File: src/source/divPkg.sv
/* Integer divider package
   Widths, word types, stage structs and iterator states */
`default_nettype none

package divPkg;

  //////////////////////////////////////////////////
  // Widths
  //////////////////////////////////////////////////

  localparam int xlen          = 32;  // Operand width
  localparam int shiftWidth    = 6;   // Holds counts 0 to 32
  localparam int maxIterations = xlen; // One quotient bit per step at most

  typedef logic [xlen-1:0]       wordT;  // Operand, quotient, remainder
  typedef logic [shiftWidth-1:0] shiftT; // Zero count, shift, step count

  //////////////////////////////////////////////////
  // Stage structs
  //////////////////////////////////////////////////

  // Preprocessing to iterator
  typedef struct packed {
    wordT  posDividend;    // Absolute dividend
    wordT  alignedDivisor; // Absolute divisor, aligned to dividend MSB
    shiftT iterations;     // Alignment plus one
    logic  dividendSign;   // Signed ops only
    logic  divisorSign;    // Signed ops only
    logic  remOp;          // REM or REMU
    logic  divisorZero;    // Divide by zero
    logic  earlyFinish;    // Dividend below divisor, or zero
    wordT  dividend;       // Original dividend for special results
  } divOperandsT;

  // Iterator to postprocessing
  typedef struct packed {
    wordT quotient;        // Unsigned quotient
    wordT remainder;       // Unsigned remainder
    logic dividendSign;
    logic divisorSign;
    logic remOp;
    logic divisorZero;
    logic earlyFinish;
    wordT dividend;        // Carried along unchanged
  } iterResultT;

  // Iterator FSM
  typedef enum logic [1:0] {
    idle,
    iterate,
    finish
  } iterStateT;

endpackage

`default_nettype wire

File: src/source/leadingZeroCount.sv
/* Leading zero counter
   Priority search from the MSB, all-zero word gives 32 */
`timescale 1ns/1ps
`default_nettype none

module leadingZeroCount (
  input  divPkg::wordT  value,  // Word to scan
  output divPkg::shiftT count   // Zeros above the first one
);

  import divPkg::*;

  // Walk up from the LSB so the highest one wins
  always_comb begin
    count = shiftT'(xlen); // No ones at all
    for (int i = 0; i < xlen; i++) begin
      if (value[i]) begin
        count = shiftT'(xlen - 1 - i);
      end
    end
  end

endmodule

`default_nettype wire

File: src/source/divPreproc.sv
/* Divider preprocessing: decode, absolute values, divisor alignment
   and early-case detection, registered when a division is accepted */
`timescale 1ns/1ps
`default_nettype none

module divPreproc (
  input  logic                clk,
  input  logic                reset,
  input  logic                start,         // One-cycle strobe
  input  logic                busy,          // Divider occupied
  input  logic [2:0]          funct3,        // 100 DIV, 101 DIVU, 110 REM, 111 REMU
  input  divPkg::wordT        dividend,
  input  divPkg::wordT        divisor,
  output divPkg::divOperandsT operands,      // Held for the iterator
  output logic                operandsValid  // Pulses after an accepted start
);

  import divPkg::*;

  logic              signedOp;      // DIV or REM
  logic              remOp;         // REM or REMU
  logic              dividendSign;
  logic              divisorSign;
  wordT              posDividend;
  wordT              posDivisor;
  logic              dividendZero;
  logic              divisorZero;
  shiftT             dividendZeros; // Leading zeros of |dividend|
  shiftT             divisorZeros;  // Leading zeros of |divisor|
  logic [shiftWidth:0] zeroDiff;    // Extra bit holds the sign
  logic              earlyFinish;
  shiftT             alignShift;
  divOperandsT       nextOperands;
  logic              accept;

  //////////////////////////////////////////////////
  // Decode and absolute values
  //////////////////////////////////////////////////

  assign signedOp = ~funct3[0];
  assign remOp    = funct3[1];

  assign dividendSign = dividend[xlen-1] & signedOp; // Unsigned ops are never negative
  assign divisorSign  = divisor[xlen-1] & signedOp;

  assign posDividend = dividendSign ? -dividend : dividend;
  assign posDivisor  = divisorSign ? -divisor : divisor;

  assign dividendZero = ~(|dividend);
  assign divisorZero  = ~(|divisor);

  //////////////////////////////////////////////////
  // Alignment
  //////////////////////////////////////////////////

  leadingZeroCount dividendLzc (
    .value (posDividend),
    .count (dividendZeros)
  );

  leadingZeroCount divisorLzc (
    .value (posDivisor),
    .count (divisorZeros)
  );

  // Positive difference means the divisor can slide up under the dividend
  assign zeroDiff = {1'b0, divisorZeros} - {1'b0, dividendZeros};

  // Dividend has more leading zeros, so quotient is zero
  assign earlyFinish = zeroDiff[shiftWidth] | dividendZero;

  // No shift for cases that skip iteration
  assign alignShift = (earlyFinish | divisorZero) ? '0 : zeroDiff[shiftWidth-1:0];

  always_comb begin
    nextOperands                = '0;
    nextOperands.posDividend    = posDividend;
    nextOperands.alignedDivisor = posDivisor << alignShift; // Top one lines up with dividend
    nextOperands.iterations     = alignShift + shiftT'(1);  // One bit per shift position
    nextOperands.dividendSign   = dividendSign;
    nextOperands.divisorSign    = divisorSign;
    nextOperands.remOp          = remOp;
    nextOperands.divisorZero    = divisorZero;
    nextOperands.earlyFinish    = earlyFinish;
    nextOperands.dividend       = dividend;
  end

  //////////////////////////////////////////////////
  // Start acceptance and operand register
  //////////////////////////////////////////////////

  assign accept = start & ~busy; // Starts while busy are dropped

  always_ff @(posedge clk) begin
    if (reset) begin
      operandsValid <= 1'b0;
    end else begin
      operandsValid <= accept;
    end
  end

  // Payload only, held until the next accepted start
  always_ff @(posedge clk) begin
    if (accept) begin
      operands <= nextOperands;
    end
  end

  // Iterator can never be asked for more than a word of quotient bits
  iterationsBound: assert property (
    @(posedge clk) disable iff (reset)
    operandsValid |-> operands.iterations <= shiftT'(maxIterations)
  ) else $error("iterations above word width");

endmodule

`default_nettype wire

File: src/source/divIterator.sv
/* Radix-2 restoring division iterator
   One quotient bit per cycle, reports busy for the whole operation */
`timescale 1ns/1ps
`default_nettype none

module divIterator (
  input  logic                clk,
  input  logic                reset,
  input  divPkg::divOperandsT operands,
  input  logic                operandsValid, // Load strobe from preprocessing
  output divPkg::iterResultT  iterResult,    // Quotient, remainder and flags
  output logic                resultValid,   // High in finish
  output logic                busy
);

  import divPkg::*;

  iterStateT state;
  iterStateT nextState;
  wordT      workDivisor; // Halves every step
  shiftT     stepCount;   // Steps left
  logic      fits;        // Remainder not below divisor
  wordT      difference;

  //////////////////////////////////////////////////
  // State machine
  //////////////////////////////////////////////////

  always_comb begin
    nextState = state;
    case (state)
      idle: begin
        if (operandsValid) begin
          // Special cases skip the loop entirely
          nextState = (operands.earlyFinish | operands.divisorZero) ? finish : iterate;
        end
      end
      iterate: begin
        if (stepCount == shiftT'(1)) begin
          nextState = finish; // Last quotient bit this cycle
        end
      end
      finish:  nextState = idle;
      default: nextState = idle;
    endcase
  end

  always_ff @(posedge clk) begin
    if (reset) begin
      state <= idle;
    end else begin
      state <= nextState;
    end
  end

  assign resultValid = (state == finish);
  // operandsValid covers the cycle before the load
  assign busy = operandsValid | (state != idle);

  //////////////////////////////////////////////////
  // Datapath
  //////////////////////////////////////////////////

  assign fits       = (iterResult.remainder >= workDivisor);
  assign difference = iterResult.remainder - workDivisor;

  always_ff @(posedge clk) begin
    if (state == idle && operandsValid) begin
      iterResult.quotient     <= '0;
      iterResult.remainder    <= operands.posDividend; // Working remainder
      iterResult.dividendSign <= operands.dividendSign;
      iterResult.divisorSign  <= operands.divisorSign;
      iterResult.remOp        <= operands.remOp;
      iterResult.divisorZero  <= operands.divisorZero;
      iterResult.earlyFinish  <= operands.earlyFinish;
      iterResult.dividend     <= operands.dividend;
      workDivisor             <= operands.alignedDivisor;
      stepCount               <= operands.iterations;
    end else if (state == iterate) begin
      if (fits) begin
        iterResult.remainder <= difference; // Restore step only when it fits
      end
      iterResult.quotient <= {iterResult.quotient[xlen-2:0], fits};
      workDivisor         <= workDivisor >> 1;
      stepCount           <= stepCount - shiftT'(1);
    end
  end

  //////////////////////////////////////////////////
  // Checks
  //////////////////////////////////////////////////

  // Preprocessing must hold off while an operation is in flight
  loadOnlyInIdle: assert property (
    @(posedge clk) disable iff (reset)
    operandsValid |-> state == idle
  ) else $error("operands arrived outside idle");

  // Loop exits on the last step, so the counter stays above zero
  counterNoWrap: assert property (
    @(posedge clk) disable iff (reset)
    state == iterate |-> stepCount != '0
  ) else $error("step counter wrapped");

endmodule

`default_nettype wire

File: src/source/divPostproc.sv
/* Divider postprocessing: special results, sign restore,
   quotient or remainder select, registered result with done pulse */
`timescale 1ns/1ps
`default_nettype none

module divPostproc (
  input  logic               clk,
  input  logic               reset,
  input  logic               resultValid, // Iterator in finish
  input  divPkg::iterResultT iterResult,
  output divPkg::wordT       result,      // Held until the next done
  output logic               done         // One-cycle pulse
);

  import divPkg::*;

  logic negQuotient;  // Operand signs differ
  wordT quotient;
  wordT remainder;
  wordT nextResult;

  assign negQuotient = iterResult.dividendSign ^ iterResult.divisorSign;

  //////////////////////////////////////////////////
  // Special cases and sign correction
  //////////////////////////////////////////////////

  always_comb begin
    if (iterResult.divisorZero) begin
      quotient  = '1;                  // RISC-V divide by zero
      remainder = iterResult.dividend;
    end else if (iterResult.earlyFinish) begin
      quotient  = '0;
      remainder = iterResult.dividend; // Already carries its sign
    end else begin
      // Most negative over -1 wraps back to itself here
      quotient  = negQuotient ? -iterResult.quotient : iterResult.quotient;
      remainder = iterResult.dividendSign ? -iterResult.remainder : iterResult.remainder;
    end
  end

  assign nextResult = iterResult.remOp ? remainder : quotient;

  //////////////////////////////////////////////////
  // Output register
  //////////////////////////////////////////////////

  always_ff @(posedge clk) begin
    if (reset) begin
      result <= '0;
      done   <= 1'b0;
    end else begin
      done <= resultValid;
      if (resultValid) begin
        result <= nextResult; // Overwrites the previous result
      end
    end
  end

endmodule

`default_nettype wire

File: src/source/intDivider.sv
/* Integer divider for DIV, DIVU, REM and REMU
   Start strobe in, busy level and done pulse out */
`timescale 1ns/1ps
`default_nettype none

module intDivider (
  input  logic         clk,
  input  logic         reset,
  input  logic         start,    // Ignored while busy
  input  logic [2:0]   funct3,
  input  divPkg::wordT dividend,
  input  divPkg::wordT divisor,
  output logic         busy,
  output logic         done,
  output divPkg::wordT result
);

  import divPkg::*;

  divOperandsT operands;      // Preproc to iterator
  logic        operandsValid;
  iterResultT  iterResult;    // Iterator to postproc
  logic        resultValid;

  divPreproc preproc (
    .clk           (clk),
    .reset         (reset),
    .start         (start),
    .busy          (busy),
    .funct3        (funct3),
    .dividend      (dividend),
    .divisor       (divisor),
    .operands      (operands),
    .operandsValid (operandsValid)
  );

  divIterator iterator (
    .clk           (clk),
    .reset         (reset),
    .operands      (operands),
    .operandsValid (operandsValid),
    .iterResult    (iterResult),
    .resultValid   (resultValid),
    .busy          (busy)
  );

  divPostproc postproc (
    .clk         (clk),
    .reset       (reset),
    .resultValid (resultValid),
    .iterResult  (iterResult),
    .result      (result),
    .done        (done)
  );

endmodule

`default_nettype wire

File: config.mk
export PLATFORM = sky130hd
export DESIGN_NAME = intDivider
export DESIGN_NICKNAME = d
export VERILOG_FILES = /design/src/source/divPkg.sv /design/src/source/leadingZeroCount.sv /design/src/source/divPreproc.sv /design/src/source/divIterator.sv /design/src/source/divPostproc.sv /design/src/source/intDivider.sv
export SDC_FILE = /design/constraint.sdc
export NUM_CORES = 1
export LEC_CHECK = 0
export BUFFER_PORTS_ARGS = -buffer_cell sky130_fd_sc_hd__buf_2
export CORE_MARGIN = 2
export CORE_UTILIZATION = 56
export DETAILED_ROUTE_END_ITERATION = 8
export PLACE_DENSITY_LB_ADDON = 0.08
export SLEW_MARGIN = 20
export SYNTH_ARGS = -nofsm -noshare
export SYNTH_HDL_FRONTEND = slang
export SYNTH_SLANG_ARGS = --single-unit
export TNS_END_PERCENT = 20
File: constraint.sdc
create_clock -name clk -period 5.8 [get_ports clk]
set_input_delay 0.87 -clock clk [delete_from_list [all_inputs] [get_ports clk]]
set_output_delay 0.87 -clock clk [all_outputs]
set_load 0.02 [all_outputs]
Yosys cells after proc, flatten, opt, wreduce, memory -nomap -nowiden. Cells that the tools add are included. Widths: inputs -> output; s select.

ROM bits: 0. Memories: 0. Word-level logic and storage cells: 144. Memory bits (writable): 0. Output and inout port bits: 34. Input bits: 70. Flip-flop bits (word level): 282. Latch bits: 0.

Magnitude comparators: 1. Divide/modulo/power cells: 0. Multipliers: 0. Mux-type cells: 85. Add/subtract/negate cells: 8. Shift-type cells: 1. Bitwise operators: 12. Reduce and logical (&&, ||, !) cells: 9. Eq/ne operators: 5.

Operators with widths (count): $mux 32 (14); $mux 6 (67); $neg 32->32 (4); $reduce_or 32->1 (2); $ge 32x32->1 (1); $shl 32x6->32 (1); $sub 32x32->32 (1); $sub 6x6->7 (1); $add 6x1->6 const B (1); $eq 6x1->1 const B (1); $mux 2 (3); $reduce_bool 2->1 (3); $sub 6x1->6 const B (1); $not 1->1 (4); $or 1x1->1 (4); $pmux 2 s2 (1); $reduce_and 2->1 (2); $and 1x1->1 (3); $eq 2x1->1 const B (1); $eq 2x2->1 const B (1); $logic_not 2->1 (1); $ne 2x1->1 const B (1); $ne 2x2->1 const B (1); $logic_and 1x1->1 (1); $xor 1x1->1 (1).

Logic depth before layout (Yosys ltp).
Depth after elaboration: 40. Mapped depth: 27. Gate-level depth less buffers: 24.

Hierarchy. Synthesis repeated with hierarchy kept, for this count alone.

Cells, all modules: 2027. Area, all modules: 18514.0 um2.

By module, submodules not included: divIterator (times used 1, area an instance 7312.0 um2, cells each 739, seq. area each 3893.7 um2); divPreproc (times used 1, area an instance 7085.5 um2, cells each 699, seq. area each 3203.1 um2); divPostproc (times used 1, area an instance 3380.7 um2, cells each 459, seq. area each 660.6 um2); leadingZeroCount (times used 2, area an instance 367.9 um2, cells each 65, seq. area each 0.0 um2).

Worst setup path before layout. Ideal clock, no wire load.

Kind: input-to-reg. Start point: input dividend[1]. End point: register, netlist name preproc.operands[41]. Data required time: 5535 ps. Arrival: 6011 ps. Stages: 26. Setup time: 265 ps. Setup slack: -476 ps. Path buffers: 4. Path through: inv_1 > ha_1 > or4b_1 > buf_2 > nor4_1 > a31oi_1 > xnor2_1 > o21ai_0 > a211o_1 > o21ai_0 > a211oi_1 > ha_1 > fa_1 > inv_1 > a21oi_1 > o21bai_1 > a31oi_1 > or4_1 > buf_2 > inv_1 > buf_2 > buf_1 > ha_1 > nand3_1 > xor2_1 > nor2_1.

RTL lines: start, declared (line intDivider.sv:11) `input divPkg::wordT dividend,`.

Worst setup path in the final report.
Start point: input divisor[4]. End point: register, netlist name preproc.operands[72].

Word-level cells in the longest chain between the ends: 35. Elaborated cells on any way between the ends: 37. Those cells by class: add/sub: 2; shift: 1; mux: 30; bitwise: 3; reduce/logical: 1.

RTL lines: start, declared (line intDivider.sv:12) `input divPkg::wordT divisor,`; $neg 32->32 (line divPreproc.sv:47) `assign posDivisor = divisorSign ? -divisor : divisor;`; $mux 32 (line divPreproc.sv:47); $mux 6 (28 in series) (line leadingZeroCount.sv:17) `if (value[i]) begin`; $sub 6x6->7 (line divPreproc.sv:67) `assign zeroDiff = {1'b0, divisorZeros} - {1'b0, dividendZeros};`; $or 1x1->1 (line divPreproc.sv:70) `assign earlyFinish = zeroDiff[shiftWidth] | dividendZero;`; $or 1x1->1 (line divPreproc.sv:73) `assign alignShift = (earlyFinish | divisorZero) ? '0 : zeroDiff[shiftWidth-1:0];`; $mux 6 (line divPreproc.sv:73); $shl 32x6->32 (*) (line divPreproc.sv:78) `nextOperands.alignedDivisor = posDivisor << alignShift;`.

Mark *: on every way between the ends. The rest lies on a longest branch, timed or not. A chain may end at the register's enable or synchronous reset.

==> metrics <==
status finished clean; met1 Use GR 0.5019; fmax 178.3 MHz; Die H between 150 and 200 um; CTS tree built; CP Max Fanout 9; EDFF count, synth 213; vias per inst between 6 and 7; Initial Util 0.5712; fillers about 2500; most common cell after layout, fill and taps aside buf_4; vias in the first global route between 15000 and 20000; CP Buf/Inv Count 8; CP Class input pin to register; post-synthesis sequential area ratio 0.4292; GRT met3 Usage 0.04576; clk_skew 0.03482 ns; Port Buf Inserts a little over 100; cells on worst reg2reg path 13; Fin. Hold Viols 0; critical path data arrival time slightly below 6 ns; total core area 31640 um2; clock slew at reported path FFs around 0.06 ns; drt drc 0; Yosys cell types 93; Iter 0 DRT Violations ~2300; Fin Hold WS 0.4109 ns; multi-input logic area just under 10000 um2; leakage power total 8.656 nW; drt first pass iters 5; CP endpoint preproc.operands[72]$_SDFFCE_PP0P_; synthesis-stage register bit count 281; layer with the highest usage met2; critical path depth 25; Critical Path Start Type input pin; vias 17090; max incr delay on CP roughly 0.57 ns; crit path time final ~5.6 ns; H-tree Lvls 1; Max Slew Vio Count 0; number of top-level pins approximately 100; Post-Synth XOR/XNOR Area 0.07443; syn_nets about 2100; Power Total around 7.3 mW; FF/Latch Area 7757 um2; CTS Buf Count 29; ys async rst share 0; GR met2 Demand/Resource 0.5114; unrepaired setup endpoints after global routing yes; Total Routed Length 57150 um; Worst R2R Start iterator.iterResult[37]$_DFFE_PP_; largest family of logic cells by synthesized area compound AO/OA/AOI/OAI gates; PD cells approximately 330 nW/um2; CTS max path bufs 3; die area ~34000 um2; Mapped Cells between 1500 and 2000; # diodes 0; Slowest-stage cell, CP or4_4; FP Rows 65; commonest cells after routing, fill and taps aside buf_4 (298), nand2_1 (233), edfxtp_1 (213); post-synthesis simple-gate area fraction 0.1918; placed cells 2692; warnings from Yosys 0; CTS Sinks 281; crit-path most repeated cell buf_4; max_cap viols 0; drt wl/cell between 20 and 25 um; Synth Cell Area between 15000 and 20000 um2; synthesized area per cell approximately 9.1 um2; Final HPWL DP about 44000 um; Final Core Density 0.6990; GRT Total Usage 0.3339; DIE WIDTH approximately 180 um; Synth Area in Adders 0.03475; slew margin rel. 0.2714; FF-to-FF End iterator.iterResult[42]$_DFFE_PP_; mux cell area share after synthesis 0.02707; critical path data required time between 6 and 7 ns; hold-fix buffers at CTS 0; first-pass GRT wire length between 80000 and 90000 um; pin count of the biggest net entering global routing slightly below 90; compound-gate portion of the synthesized area 0.2014; slew at the pin with the worst max-slew slack approximately 1.1 ns; area delta synth->final 22.37%; min-delay worst type register to register; crit path from divisor[4]; gr ovfl total 0; Worst Setup End Kind register; Clock Latency Late Sink 0.55 ns; final setup fails 0; Reg2Reg Setup Slack approximately 2.1 ns; Antenna Nets Post-Route 0; VDD IR-drop max 0.0002587 V; fin nets 2446; Final Wtd Congestion 0.9619; final period utilization 0.9668; clk root buf clkbuf_16; share of cells above drive strength 1 0.2261; non-filler instance count after layout ~2800; initial antenna violation count 0; CP delay by family, top compound AO/OA/AOI/OAI gates; top_reg_cell synth edfxtp_1
[area by class of cell]
cell class | count | area share
Clock inverter | 13 | 0.004130
Sequential cell | 281 | 0.3508
Tap cell | 402 | 0.02274
Inverter | 89 | 0.01578
Timing Repair Buffer | 405 | 0.1277
Multi-Input combinational cell | 1521 | 0.4444
Clock buffer | 39 | 0.03451
[flip-flops by register name, summed over array words and instances, names as in the netlist]
name                   count
iterator.iterResult      101
iterator.state             2
preproc.operandsValid      1
preproc.operands         106
iterator.workDivisor      32
iterator.stepCount         6
postproc.done              1
postproc.result           32
[per-stage QoR]
step           setup TNS, ns  cell area [um2]  worst slack, ns
5_1_grt             -0.03027            22120         -0.01627
2_1_floorplan       -0.05748            18170         -0.05313
3_5_place_dp          -9.379            21050          -0.4949
3_3_place_gp          -7.462            21050          -0.4369
6_report                   0            22120           0.1926
4_1_cts                    0            21900          0.05144
[where the power goes]
part / switching (mW) / total (mW) / leakage, nW / internal (mW)
Sequential: 0.143 / 2.66 / 2.57 / 2.51
Combinational: 1.70 / 2.93 / 5.66 / 1.22
Clock: 0.753 / 1.72 / 0.426 / 0.964
Total: 2.60 / 7.30 / 8.66 / 4.70
[metal layers]
metal,part of all wire,wire [um]
met5,0,0
met4,0.022,1262
met3,0.085,4867
met2,0.44,25220
met1,0.45,25810
[worst register-to-register path, delay by kind of cell, from the launching register on]
| family | cells | cell delay [ns] |
|---|---|---|
| compound gates | 7 | 1.53 |
| flops | 1 | 0.37 |
| simple gates | 2 | 0.30 |
| buf+inv | 2 | 0.50 |
| fa+ha+maj | 2 | 0.66 |
[cell usage after synthesis, types with 6 or more instances]
cell type | instances | area [um2]
a211o_1 | 7 | 61.31
a211oi_1 | 22 | 165.2
a21boi_0 | 6 | 45.04
a21o_1 | 13 | 97.59
a21oi_1 | 135 | 675.7
a222oi_1 | 7 | 70.07
a311oi_1 | 7 | 61.31
a31oi_1 | 31 | 193.9
and2_1 | 14 | 87.58
and3_1 | 10 | 62.56
buf_2 | 14 | 70.07
clkbuf_1 | 82 | 307.8
dfxtp_1 | 68 | 1361
edfxtp_1 | 213 | 6396
ha_1 | 47 | 588.1
inv_1 | 87 | 326.6
mux2_2 | 10 | 112.6
mux2i_1 | 35 | 350.3
nand2_1 | 233 | 874.6
nand2b_1 | 27 | 168.9
nand3_1 | 82 | 410.4
nand3b_1 | 8 | 60.06
nand4_1 | 22 | 137.6
nor2_1 | 151 | 566.8
nor2b_1 | 17 | 106.4
nor3_1 | 50 | 250.2
nor3_2 | 6 | 60.06
nor4_1 | 23 | 143.9
o2111ai_1 | 9 | 78.83
o211ai_1 | 40 | 300.3
o21a_1 | 12 | 90.09
o21ai_0 | 143 | 715.7
o22ai_1 | 15 | 93.84
o311ai_0 | 6 | 52.55
o31ai_1 | 31 | 232.7
o41ai_1 | 14 | 122.6
or2_2 | 8 | 50.05
or3_1 | 23 | 143.9
or4_1 | 12 | 90.09
xnor2_1 | 77 | 674.4
xor2_1 | 71 | 621.9
[timing repair]
| item | 4_1_cts | 5_1_grt |
|---|---|---|
| setup endpoints to repair | 0 | 26 |
| resized for setup | 0 | 37 |
| buffers inserted | 0 | 6 |
| endpoints found under the hold margin | 0 | 0 |
[how the worst min path moves through the flow]
stage	from	to	slack (ns)	depth (start not counted)
global placement	preproc.operands[11]$_DFFE_PP_	iterator.iterResult[11]$_DFFE_PP_	0.40	0
floorplan	preproc.operands[10]$_DFFE_PP_	iterator.iterResult[10]$_DFFE_PP_	0.40	0
CTS	preproc.operands[11]$_DFFE_PP_	iterator.iterResult[11]$_DFFE_PP_	0.41	0
finish	preproc.operands[11]$_DFFE_PP_	iterator.iterResult[11]$_DFFE_PP_	0.41	0
global route	preproc.operands[11]$_DFFE_PP_	iterator.iterResult[11]$_DFFE_PP_	0.42	0
detailed placement	preproc.operands[11]$_DFFE_PP_	iterator.iterResult[11]$_DFFE_PP_	0.40	0
[cell families after synthesis]
kind of cell | count (synthesis)
AO/OA/AOI/OAI | 563
XOR/XNOR | 151
adder cells (fa/ha/maj) | 49
buffers and inverters | 191
multiplexers | 47
AND/OR/NAND/NOR | 711
flip-flops | 281
Power figures use the tool's default switching activity.
